--- src/hw/cgra_defs.svh ---
`ifndef CGRA_DEFS_SVH
`define CGRA_DEFS_SVH

// array size
`define CGRA_NUM_PRR        4
`define CGRA_NUM_PRR_WIDTH  2

// config port, address is {prr id, 2 spare bits, register index}
`define CGRA_CFG_ADDR_WIDTH 8
`define CGRA_CFG_DATA_WIDTH 32
`define PRR_CFG_DEPTH       16

// stream side
`define CGRA_IO_WIDTH       16
`define PRR_FIFO_DEPTH      8
`define PRR_FIFO_CNT_WIDTH  4   // fits count 0..PRR_FIFO_DEPTH

`endif

--- src/hw/cgra_pkg.sv ---
`default_nettype none

package cgra_pkg;

    // datapath operation applied on the way out
    typedef enum logic [1:0] {
        OP_PASS = 2'd0,
        OP_ADD  = 2'd1,
        OP_XOR  = 2'd2,
        OP_SHL  = 2'd3
    } prr_op_t;

    // named config registers, 4..15 are scratch
    typedef enum logic [3:0] {
        REG_CTRL    = 4'd0,   // [0] glb2prr_on, [1] prr2glb_on
        REG_OP      = 4'd1,   // [1:0] opcode
        REG_OPERAND = 4'd2,   // [15:0] operand
        REG_STATUS  = 4'd3    // [0] overflow, [7:4] fifo count
    } cfg_reg_idx_t;

endpackage

`default_nettype wire

--- src/hw/prr_cfg_regs.sv ---
`default_nettype none

`include "cgra_defs.svh"

module prr_cfg_regs #(
    parameter int PRR_ID = 0
) (
    input  logic                               clk,
    input  logic                               reset,
    input  logic                               wr_en,
    input  logic [`CGRA_CFG_ADDR_WIDTH-1:0]    wr_addr,
    input  logic [`CGRA_CFG_DATA_WIDTH-1:0]    wr_data,
    input  logic                               rd_en,
    input  logic [`CGRA_CFG_ADDR_WIDTH-1:0]    rd_addr,
    input  logic                               overflow_set,
    input  logic [`PRR_FIFO_CNT_WIDTH-1:0]     fifo_count,
    output logic [`CGRA_CFG_DATA_WIDTH-1:0]    rd_data,
    output logic                               glb2prr_on,
    output logic                               prr2glb_on,
    output cgra_pkg::prr_op_t                  op,
    output logic [`CGRA_IO_WIDTH-1:0]          operand
);
    import cgra_pkg::*;

    localparam int IDX_W = $clog2(`PRR_CFG_DEPTH);
    localparam int ID_W = `CGRA_NUM_PRR_WIDTH;
    localparam logic [ID_W-1:0] MY_ID = ID_W'(PRR_ID);

    logic [`CGRA_CFG_DATA_WIDTH-1:0] regs [`PRR_CFG_DEPTH];
    logic                            overflow;
    logic                            wr_hit;
    logic                            rd_hit;
    logic [IDX_W-1:0]                wr_idx;
    logic [IDX_W-1:0]                rd_idx;
    logic [`CGRA_CFG_DATA_WIDTH-1:0] status_word;

    assign wr_idx = wr_addr[IDX_W-1:0];
    assign rd_idx = rd_addr[IDX_W-1:0];
    assign wr_hit = wr_en && (wr_addr[`CGRA_CFG_ADDR_WIDTH-1 -: ID_W] == MY_ID);
    assign rd_hit = rd_en && (rd_addr[`CGRA_CFG_ADDR_WIDTH-1 -: ID_W] == MY_ID);

    always_ff @(posedge clk or posedge reset) begin
        if (reset) begin
            for (int i = 0; i < `PRR_CFG_DEPTH; i++) begin
                regs[i] <= '0;
            end
        end else if (wr_hit && (wr_idx != REG_STATUS)) begin  // status is not stored
            regs[wr_idx] <= wr_data;
        end
    end

    // sticky, set wins over a clearing write
    always_ff @(posedge clk or posedge reset) begin
        if (reset) begin
            overflow <= 1'b0;
        end else if (overflow_set) begin
            overflow <= 1'b1;
        end else if (wr_hit && (wr_idx == REG_STATUS)) begin
            overflow <= 1'b0;
        end
    end

    assign status_word = {{(`CGRA_CFG_DATA_WIDTH-8){1'b0}}, fifo_count, 3'b000, overflow};

    always_comb begin
        if (!rd_hit) begin
            rd_data = '0;
        end else if (rd_idx == REG_STATUS) begin
            rd_data = status_word;  // live count
        end else begin
            rd_data = regs[rd_idx];
        end
    end

    assign glb2prr_on = regs[REG_CTRL][0];
    assign prr2glb_on = regs[REG_CTRL][1];
    assign op         = prr_op_t'(regs[REG_OP][1:0]);
    assign operand    = regs[REG_OPERAND][`CGRA_IO_WIDTH-1:0];

endmodule

`default_nettype wire

--- src/hw/prr_stream_fifo.sv ---
`default_nettype none

`include "cgra_defs.svh"

module prr_stream_fifo #(
    parameter int DEPTH = `PRR_FIFO_DEPTH
) (
    input  logic                           clk,
    input  logic                           reset,
    input  logic                           push,
    input  logic [`CGRA_IO_WIDTH-1:0]      push_data,
    input  logic                           pop,
    output logic [`CGRA_IO_WIDTH-1:0]      pop_data,
    output logic [$clog2(DEPTH+1)-1:0]     count,
    output logic                           full,
    output logic                           empty
);
    localparam int PTR_W = (DEPTH > 1) ? $clog2(DEPTH) : 1;
    localparam int CNT_W = $clog2(DEPTH + 1);
    localparam logic [PTR_W-1:0] LAST = PTR_W'(DEPTH - 1);

    logic [`CGRA_IO_WIDTH-1:0] mem [DEPTH];
    logic [PTR_W-1:0]          wr_ptr;
    logic [PTR_W-1:0]          rd_ptr;
    logic                      do_push;
    logic                      do_pop;

    assign full    = (count == CNT_W'(DEPTH));
    assign empty   = (count == '0);
    assign do_push = push && !full;    // drop when full
    assign do_pop  = pop && !empty;

    always_ff @(posedge clk) begin
        if (do_push) begin
            mem[wr_ptr] <= push_data;
        end
    end

    // pointers wrap explicitly so DEPTH need not be a power of two
    always_ff @(posedge clk or posedge reset) begin
        if (reset) begin
            wr_ptr <= '0;
            rd_ptr <= '0;
        end else begin
            if (do_push) begin
                wr_ptr <= (wr_ptr == LAST) ? '0 : wr_ptr + 1'b1;
            end
            if (do_pop) begin
                rd_ptr <= (rd_ptr == LAST) ? '0 : rd_ptr + 1'b1;
            end
        end
    end

    always_ff @(posedge clk or posedge reset) begin
        if (reset) begin
            count <= '0;
        end else begin
            case ({do_push, do_pop})
                2'b10:   count <= count + 1'b1;
                2'b01:   count <= count - 1'b1;
                default: count <= count;  // both or neither
            endcase
        end
    end

    assign pop_data = mem[rd_ptr];  // head word

endmodule

`default_nettype wire

--- src/hw/prr_alu.sv ---
`default_nettype none

`include "cgra_defs.svh"

module prr_alu (
    input  cgra_pkg::prr_op_t              op,
    input  logic [`CGRA_IO_WIDTH-1:0]      operand,
    input  logic [`CGRA_IO_WIDTH-1:0]      data,
    output logic [`CGRA_IO_WIDTH-1:0]      result
);
    import cgra_pkg::*;

    logic [3:0] shamt;

    assign shamt = operand[3:0];  // shl uses low nibble only

    always_comb begin
        case (op)
            OP_PASS: begin
                result = data;
            end
            OP_ADD: begin
                result = data + operand;  // wraps at 16 bits
            end
            OP_XOR: begin
                result = data ^ operand;
            end
            OP_SHL: begin
                result = data << shamt;
            end
            default: begin
                result = data;
            end
        endcase
    end

endmodule

`default_nettype wire

--- src/hw/prr_tile.sv ---
`default_nettype none

`include "cgra_defs.svh"

module prr_tile #(
    parameter int PRR_ID = 0
) (
    input  logic                               clk,
    input  logic                               reset,
    input  logic                               stall,
    input  logic                               cfg_wr_en,
    input  logic [`CGRA_CFG_ADDR_WIDTH-1:0]    cfg_wr_addr,
    input  logic [`CGRA_CFG_DATA_WIDTH-1:0]    cfg_wr_data,
    input  logic                               cfg_rd_en,
    input  logic [`CGRA_CFG_ADDR_WIDTH-1:0]    cfg_rd_addr,
    input  logic                               io1_g2io,
    input  logic [`CGRA_IO_WIDTH-1:0]          io16_g2io,
    output logic [`CGRA_CFG_DATA_WIDTH-1:0]    cfg_rd_data,
    output logic                               io1_io2g,
    output logic [`CGRA_IO_WIDTH-1:0]          io16_io2g
);
    import cgra_pkg::*;

    logic                            glb2prr_on;
    logic                            prr2glb_on;
    prr_op_t                         op;
    logic [`CGRA_IO_WIDTH-1:0]       operand;
    logic                            push_req;
    logic                            push;
    logic                            pop;
    logic                            overflow_set;
    logic [`CGRA_IO_WIDTH-1:0]       pop_data;
    logic [`CGRA_IO_WIDTH-1:0]       alu_result;
    logic [`PRR_FIFO_CNT_WIDTH-1:0]  fifo_count;
    logic                            full;
    logic                            empty;

    prr_cfg_regs #(
        .PRR_ID(PRR_ID)
    ) u_cfg (
        .clk          (clk),
        .reset        (reset),
        .wr_en        (cfg_wr_en),
        .wr_addr      (cfg_wr_addr),
        .wr_data      (cfg_wr_data),
        .rd_en        (cfg_rd_en),
        .rd_addr      (cfg_rd_addr),
        .overflow_set (overflow_set),
        .fifo_count   (fifo_count),
        .rd_data      (cfg_rd_data),
        .glb2prr_on   (glb2prr_on),
        .prr2glb_on   (prr2glb_on),
        .op           (op),
        .operand      (operand)
    );

    // stall freezes both sides of the stream
    assign push_req     = !stall && glb2prr_on && io1_g2io;
    assign push         = push_req && !full;
    assign overflow_set = push_req && full;  // word lost
    assign pop          = !stall && prr2glb_on && !empty;

    prr_stream_fifo #(
        .DEPTH(`PRR_FIFO_DEPTH)
    ) u_fifo (
        .clk       (clk),
        .reset     (reset),
        .push      (push),
        .push_data (io16_g2io),
        .pop       (pop),
        .pop_data  (pop_data),
        .count     (fifo_count),
        .full      (full),
        .empty     (empty)
    );

    prr_alu u_alu (
        .op      (op),
        .operand (operand),
        .data    (pop_data),
        .result  (alu_result)
    );

    always_ff @(posedge clk or posedge reset) begin
        if (reset) begin
            io1_io2g  <= 1'b0;
            io16_io2g <= '0;
        end else if (!stall) begin  // hold while stalled
            io1_io2g  <= pop;
            io16_io2g <= pop ? alu_result : '0;
        end
    end

endmodule

`default_nettype wire

--- src/hw/cgra.sv ---
`default_nettype none

`include "cgra_defs.svh"

module cgra (
    input  logic                                                   clk,
    input  logic                                                   reset,
    input  logic [`CGRA_NUM_PRR-1:0]                               stall,
    input  logic [`CGRA_NUM_PRR-1:0]                               cfg_wr_en,
    input  logic [`CGRA_NUM_PRR-1:0][`CGRA_CFG_ADDR_WIDTH-1:0]     cfg_wr_addr,
    input  logic [`CGRA_NUM_PRR-1:0][`CGRA_CFG_DATA_WIDTH-1:0]     cfg_wr_data,
    input  logic [`CGRA_NUM_PRR-1:0]                               cfg_rd_en,
    input  logic [`CGRA_NUM_PRR-1:0][`CGRA_CFG_ADDR_WIDTH-1:0]     cfg_rd_addr,
    output logic [`CGRA_NUM_PRR-1:0][`CGRA_CFG_DATA_WIDTH-1:0]     cfg_rd_data,
    input  logic [`CGRA_NUM_PRR-1:0]                               io1_g2io,
    input  logic [`CGRA_NUM_PRR-1:0][`CGRA_IO_WIDTH-1:0]           io16_g2io,
    output logic [`CGRA_NUM_PRR-1:0]                               io1_io2g,
    output logic [`CGRA_NUM_PRR-1:0][`CGRA_IO_WIDTH-1:0]           io16_io2g
);

    // one tile per region, slice i only reaches tile i
    for (genvar i = 0; i < `CGRA_NUM_PRR; i++) begin : g_prr
        prr_tile #(
            .PRR_ID(i)
        ) u_tile (
            .clk         (clk),
            .reset       (reset),
            .stall       (stall[i]),
            .cfg_wr_en   (cfg_wr_en[i]),
            .cfg_wr_addr (cfg_wr_addr[i]),
            .cfg_wr_data (cfg_wr_data[i]),
            .cfg_rd_en   (cfg_rd_en[i]),
            .cfg_rd_addr (cfg_rd_addr[i]),
            .io1_g2io    (io1_g2io[i]),
            .io16_g2io   (io16_g2io[i]),
            .cfg_rd_data (cfg_rd_data[i]),
            .io1_io2g    (io1_io2g[i]),
            .io16_io2g   (io16_io2g[i])
        );
    end

endmodule

`default_nettype wire

--- config.mk ---
export PLATFORM = sky130hd
export DESIGN_NAME = cgra
export DESIGN_NICKNAME = d
export VERILOG_FILES = /design/src/hw/cgra_pkg.sv /design/src/hw/prr_cfg_regs.sv /design/src/hw/prr_stream_fifo.sv /design/src/hw/prr_alu.sv /design/src/hw/prr_tile.sv /design/src/hw/cgra.sv
export VERILOG_INCLUDE_DIRS = /design/src /design/src/hw
export SDC_FILE = /design/constraint.sdc
export NUM_CORES = 2
export LEC_CHECK = 0
export BUFFER_PORTS_ARGS = -buffer_cell sky130_fd_sc_hd__buf_2
export CORE_MARGIN = 2
export CORE_UTILIZATION = 60
export DETAILED_ROUTE_END_ITERATION = 12
export PLACE_DENSITY_LB_ADDON = 0.3
export SLEW_MARGIN = 20
export SYNTH_ARGS = -nofsm -noshare
export SYNTH_HDL_FRONTEND = slang
export SYNTH_SLANG_ARGS = --single-unit
--- constraint.sdc ---
create_clock -name clk -period 99.3 [get_ports clk]
set_clock_uncertainty 0.05 [all_clocks]
set_input_delay 19.86 -clock clk [delete_from_list [all_inputs] [get_ports clk]]
set_output_delay 19.86 -clock clk [all_outputs]
set_load 0.01 [all_outputs]
### After elaboration in Yosys (flattened, before gate mapping)

Memories as Yosys holds them, arrays and structs flattened.
Index checks and enable logic that the tools add are counted.

| word-level totals | value |
|---|---|
| memories | 4 |
| word-level logic and storage cells | 340 |
| RAM bits | 512 |
| register bits | 2,160 |
| output and inout port bits | 196 |
| input bits | 274 |

Memories:

| name | depth | bits a word | rd ports | clocked after Yosys merged registers in | write ports | line | RTL |
|---|---|---|---|---|---|---|---|
| g_prr[0].u_tile.u_fifo.mem | 8 | 16 | 1 | 0 | 1 | prr_stream_fifo.sv:22 | `` logic [`CGRA_IO_WIDTH-1:0] mem [DEPTH]; `` |
| g_prr[1].u_tile.u_fifo.mem | 8 | 16 | 1 | 0 | 1 | prr_stream_fifo.sv:22 |  |
| g_prr[2].u_tile.u_fifo.mem | 8 | 16 | 1 | 0 | 1 | prr_stream_fifo.sv:22 |  |
| g_prr[3].u_tile.u_fifo.mem | 8 | 16 | 1 | 0 | 1 | prr_stream_fifo.sv:22 |  |

| cells by class | value |
|---|---|
| add/sub/neg operators | 20 |
| shift-type cells | 4 |
| reductions and logical operators | 82 |
| equal/unequal tests | 50 |
| bitwise gates (word level) | 12 |
| multiplexer cells | 68 |
| magnitude comparators | 12 |

Operators by type and width:

| cell | number |
|---|---|
| 512-bit bitwise mux | 4 |
| 32-bit 2-to-1 mux | 20 |
| 32-bit binary-select mux with 4-bit select | 4 |
| 32-bit demux with 4-bit select | 4 |
| 16-bit case mux with 4 select lines | 4 |
| 16-bit adder | 4 |
| 16-bit 2-to-1 mux | 4 |
| 16-bit by 4-bit << shifter with 16-bit output | 4 |
| 16-bit XOR | 4 |
| 1-bit logical AND | 52 |
| 5-bit >= comparator (second input constant) | 8 |
| 4-bit NOT with 5-bit output | 8 |
| 2-bit == test (second input constant) | 16 |
| 4-bit by 2-bit == test with 1-bit output (second input constant) | 8 |
| 4-bit case mux with 2 select lines | 4 |
| 3-bit by 1-bit adder with 3-bit output (second input constant) | 8 |
| 3-bit == test (second input constant) | 8 |
| 3-bit 2-to-1 mux | 8 |
| 2-bit by 1-bit == test with 1-bit output (second input constant) | 10 |
| 5-bit by 1-bit < comparator with 1-bit output (second input constant) | 4 |
| 4-bit by 1-bit adder with 4-bit output (second input constant) | 4 |
| 4-bit == test (second input constant) | 4 |
| 4-bit logical NOT | 4 |
| 1-bit 2-to-1 mux | 16 |
| 5 further kinds | 34 |

### Longest topological paths before layout

| depth | value |
|---|---|
| word-level depth | 7 |
| mapped depth | 15 |
| mapped depth without buffers | 12 |

### By module

Synthesis repeated with hierarchy kept, for this count alone.

| second synthesis, totals | value |
|---|---|
| cells, all modules | 8,184 |
| area total of the unflattened synthesis | 124,590.7 sq um |

Modules (own cells, without submodules):

| module | area each (sq um) | times used | cells each | sequential area each (sq um) |
|---|---|---|---|---|
| prr_cfg_regs (g_prr[1].u_tile.u_cfg ...) | 22,965.8 | 2 | 1,458 | 12,687.2 |
| prr_cfg_regs (g_prr[3].u_tile.u_cfg) | 22,939.5 | 1 | 1,459 | 12,687.2 |
| prr_cfg_regs (g_prr[0].u_tile.u_cfg) | 22,819.4 | 1 | 1,461 | 12,687.2 |
| prr_stream_fifo (g_prr[0].u_tile.u_fifo ...) | 5,625.4 | 2 | 256 | 4,093.9 |
| prr_stream_fifo (g_prr[2].u_tile.u_fifo ...) | 5,609.1 | 2 | 254 | 4,093.9 |
| prr_alu (g_prr[1].u_tile.u_alu ...) | 1,776.7 | 2 | 255 | 0.0 |
| prr_tile | 778.2 | 4 | 78 | 425.4 |
| prr_alu (g_prr[3].u_tile.u_alu) | 1,903.1 | 1 | 255 | 0.0 |
| prr_alu (g_prr[0].u_tile.u_alu) | 1,861.8 | 1 | 251 | 0.0 |

### Least setup slack after synthesis

Ideal clock, no wire load.

| path | value |
|---|---|
| kind | in2out |
| start point | in cfg_rd_addr[16] (netlist bit) |
| end point | out cfg_rd_data[72] (netlist bit) |
| arrival time | 22,091 ps |
| slack | 57,299 ps |
| buffers on the path | 3 |
| stages | 6 |
| required time | 79,390 ps |
| cells stage by stage | clkbuf_1 buf_1 buf_1 mux4_2 mux4_2 and3_1 |

RTL lines:

| what | line | RTL |
|---|---|---|
| from (decl) | cgra.sv:13 | `` input logic [`CGRA_NUM_PRR-1:0][`CGRA_CFG_ADDR_WIDTH-1:0] cfg_rd_addr, `` |
| to (decl) | cgra.sv:14 | `` output logic [`CGRA_NUM_PRR-1:0][`CGRA_CFG_DATA_WIDTH-1:0] cfg_rd_data, `` |

==> results.txt <==
----------------------------------------------------
[Logic synthesis]
  Distinct cell type count after synthesis ... 85
  Leading cell types by total area after synthesis ... dfrtp_1 44%, mux2_2 18%, mux4_2 14%
  Portion of the post-synthesis area used by sequential elements ... roughly 56%
  Post-synthesis net count ... 8164
  Primary FF master, synth ... dfrtp_1
  Number of warnings reported in the yosys synthesis log ... 0
  Number of flops mapped to enable cells by yosys ... ~510
  Fraction of post-synthesis cell area in the top cell type by area ... between 40% and 50%
  Cell area after synthesis ... ~120000 um2
  Gate Count Post-Synth ... between 7000 and 8000
  Asr flop ratio synth ... approximately four fifths
  Yosys top cell by area ... dfrtp_1
  Register bit total from synthesis ... between 2000 and 3000
  Mean area per synthesized cell ... 15.68 um2

[Clock tree]
  Post-CTS Setup Bufs ... 0
  H-tree level count ... 5
  Clock tree buffer depth ... 4
  TritonCTS Buffers ... approximately 290
  Hold_buf cts ... 0
  CTS resizes ... 0
  Clock latency on the worst-skew pair ... ~930 ps
  Sink Count ... around 2700
  Clock root buffer ... clkbuf_16
  Clock slew at reported path FFs ... roughly 60 ps
  CTS tree ... yes

[Final layout]
  Fraction of the core area covered by cells at the end of the flow ... between 60 and 70%
  Share of layout cells above drive strength 1 ... between 40% and 50%
  Number of nets in the final layout ... about 8300
  Area delta synth->final ... 11.34%
  Filler instances ... between 10000 and 15000
  Cell Count, Final, Fillers Out ... approximately 11000

[Route]
  First drt pass iteration count ... 5
  DRC violations left ... 0
  Via density ... 6.471
  Wirelength, routed ... around 300000 um
  Total via count in the routed design ... approximately 70000
  Average detailed-routed wire length per instance ... 27.39 um
  Number of DRC violations after detailed-routing iteration 0 ... between 5000 and 6000
  Post-route ant nets ... 0

[Global route]
  All-layer global routing usage ... ~29%
  Global-route met2 utilization ... ~47%
  Wire length of the first global-routing pass ... approximately 460000 um
  Largest net degree at the start of global routing ... roughly 160
  Busiest grt layer ... met2
  Initial antenna violation count ... between 60 and 70
  M1 GR Usage ... between 30% and 40%
  Met3 routing resource usage after global routing ... 4.131%
  Vias in the first global route ... around 74000
  Total overflow reported by the global router ... 0

[STA]
  Final cycle utilization of the critical path ... between 40% and 50%
  Post-layout minimum cycle time ... approximately 43000 ps
  Final Max Tran Viols ... 0
  Worst slew pin tran ... between 1000 and 1500 ps
  Setup total negative slack ... 0 ps
  RSZ-0062 raised after global routing ... false
  Final Hold Violating Endpoints ... 0
  Setup violations, final ... 0
  Worst max-slew margin expressed relative to the limit ... 26.65%
  Max Clock Freq ... 23.21 MHz

[Place]
  Placed wire-length estimate ... about 180000 um
  Dpl cells ... a little over 10000
  IO Port Bufs ... 453
  Final weighted congestion of routability-driven global placement ... around 0.9

[Floorplan]
  Height of the die ... roughly 460 um
  Area of the die ... between 200000 and 250000 um2
  Chip width ... 455.2 um
  Core Region ... just over 200000 um2
  Count of standard-cell rows ... around 170
  Initial core utilization ... a little over 60%
  IO Pins ... 470

[Critical path]
  CP max FO ... 74
  Delay of the slowest cell on the worst path ... roughly 800 ps
  CP cell instances ... buf_6 -> buf_4 -> nand2b_1 -> o22ai_1 -> nor2_1 -> a211oi_1 -> a211oi_1 -> buf_2
  Highest-delay cell along the critical path ... buf_4
  Required time at the endpoint of the critical path ... slightly below 80000 ps
  CP endpoint kind ... output port
  Worst Path Class, Setup ... input pin to output port
  Element type at the critical path start ... input pin
  Worst Path Arrival ... approximately 23000 ps
  Crit-path most repeated cell ... a211oi_1

[Run status]
  Status ... finished, final reports clean

[Job]
  Max-capacitance violation count ... 0

[Hold path]
  Class of the worst hold path ... flip-flop to flip-flop

[Power]
  Power density over cell area ... around 22 nW/um2
  Leakage ... 60.62 nW
  Total design power ... 3.000 mW
  Largest voltage drop on the vdd net ... ~0.000018 V

----------------------------------------------------
[through the flow]
stage	setup WS [ps]	hold slack [ps]	area (um2)
after floorplan	18930	374.0	122200
after global placement	56110	309.9	126600
after detailed placement	56080	313.0	126600
after CTS	56030	325.4	135900
after global routing	56230	329.7	136000
final	56220	321.3	136000
[cell usage after synthesis (12+ instances only)]
master,number
mux2i_1,102
a22oi_1,16
buf_1,143
nand2b_1,51
ha_1,92
a21o_1,25
xor2_1,23
a211oi_1,58
or3_1,17
buf_2,19
and3_1,122
nand2_1,212
o211ai_1,26
inv_1,75
nand3_1,40
clkbuf_1,536
o221ai_1,15
o22ai_1,36
edfxtp_1,512
nor2b_1,27
mux4_1,13
o21ai_0,170
nand3b_1,17
dfrtp_1,2140
a21oi_1,90
xnor2_1,33
mux4_2,758
a31oi_1,12
mux2_2,1992
nor3_1,56
nor2_1,167
[placed cells by master (no fill, tap or decap), types with 18 or more instances in the layout]
cell type and instances:
xnor2_1 33, xor2_1 23, clkbuf_1 57, o21ai_0 170
clkbuf_8 53, buf_4 133, and3_1 122, a21oi_1 90
nand2_2 18, diode_2 37, a21o_1 25, clkinv_2 40
o211ai_1 26, inv_1 74, nor2_1 136, mux2_2 1992
nor2_4 25, clkbuf_16 301, dfrtp_1 2136, edfxtp_1 512
buf_2 445, o22ai_1 36, mux4_2 758, ha_1 92
mux2i_1 102, nand3_1 32, a211oi_1 58, nand2b_1 48
nor3_1 37, nand2_1 194, nor2b_1 27
[sequential cells by signal, summed over array words and instances (netlist names)]
name                           count
g_prr.u_tile.u_cfg.regs         1948
g_prr.u_tile.u_fifo.mem          512
g_prr.u_tile.io16_io2g            64
g_prr.u_tile.u_cfg.operand        64
g_prr.u_tile.u_fifo.count         16
g_prr.u_tile.u_fifo.rd_ptr        12
g_prr.u_tile.u_fifo.wr_ptr        12
g_prr.u_tile.u_cfg.op              8
g_prr.u_tile.io1_io2g              4
g_prr.u_tile.u_cfg.glb2prr_on      4
g_prr.u_tile.u_cfg.overflow        4
g_prr.u_tile.u_cfg.prr2glb_on      4
[layer usage]
layer  routed length, um  vias up
met5                 212        -
met4               12760       32
met3               15770      644
met2              146800     2147
met1              122200    37707
li1                    -    29807
[cells by family (layout without fill, tap and decap cells)]
family / after synthesis / in the layout / synth area share (%)
other cells: 0 / 37 / 0
buf+inv: 805 / 1175 / 2.627
fa+ha+maj: 100 / 100 / 1.073
mux: 2866 / 2866 / 33.47
compound gates: 560 / 560 / 2.986
xor+xnor: 56 / 56 / 0.4015
flops: 2652 / 2652 / 56.43
simple gates: 751 / 751 / 3.018
[area by class of cell]
cell class                 count  area (um2)  share of cell area, %
tap                         2672        3343                  2.458
timing repair buffer         598        3478                  2.558
antenna                       37       92.59                0.06808
multi-input combinational   4333       50550                  37.17
clock buffer                 407        8421                  6.192
clock inverter                86       862.1                 0.6339
inverter                      84       322.8                 0.2374
sequential                  2652       68930                  50.69
[power by group]
group | switching [mW] | internal (mW)
Sequential | 0.0751 | 1.23
Clock | 0.428 | 0.628
Combinational | 0.324 | 0.316
Total | 0.827 | 2.17
[worst max-delay path, delay by kind of cell]
kind	cells	cell delay [ps]
AND/OR/NAND/NOR	2	490
buffers and inverters	3	1690
AO/OA/AOI/OAI	3	1030
[worst paths after layout]
| kind | cells past startpoint | slack (ps) | end | startpoint |
|---|---|---|---|---|
| min in group asynchronous | 2 | 19050 | g_prr[0].u_tile.u_cfg.regs[92] | reset |
| hold reg to reg | 0 | 320 | g_prr[0].u_tile.u_cfg.regs[387] | g_prr[0].u_tile.u_cfg.regs[387] |
| hold / removal | 0 | 320 | g_prr[0].u_tile.u_cfg.regs[387] | g_prr[0].u_tile.u_cfg.regs[387] |
| setup / recovery | 8 | 56220 | cfg_rd_data[39] | cfg_rd_addr[9] |
| max in group asynchronous | 8 | 74800 | g_prr[2].u_tile.u_cfg.regs[496] | reset |
| setup reg to reg | 13 | 94780 | g_prr[1].u_tile.io16_io2g[14] | g_prr[1].u_tile.u_fifo.rd_ptr[1] |
Note: power is estimated with default switching activity, not from simulation.
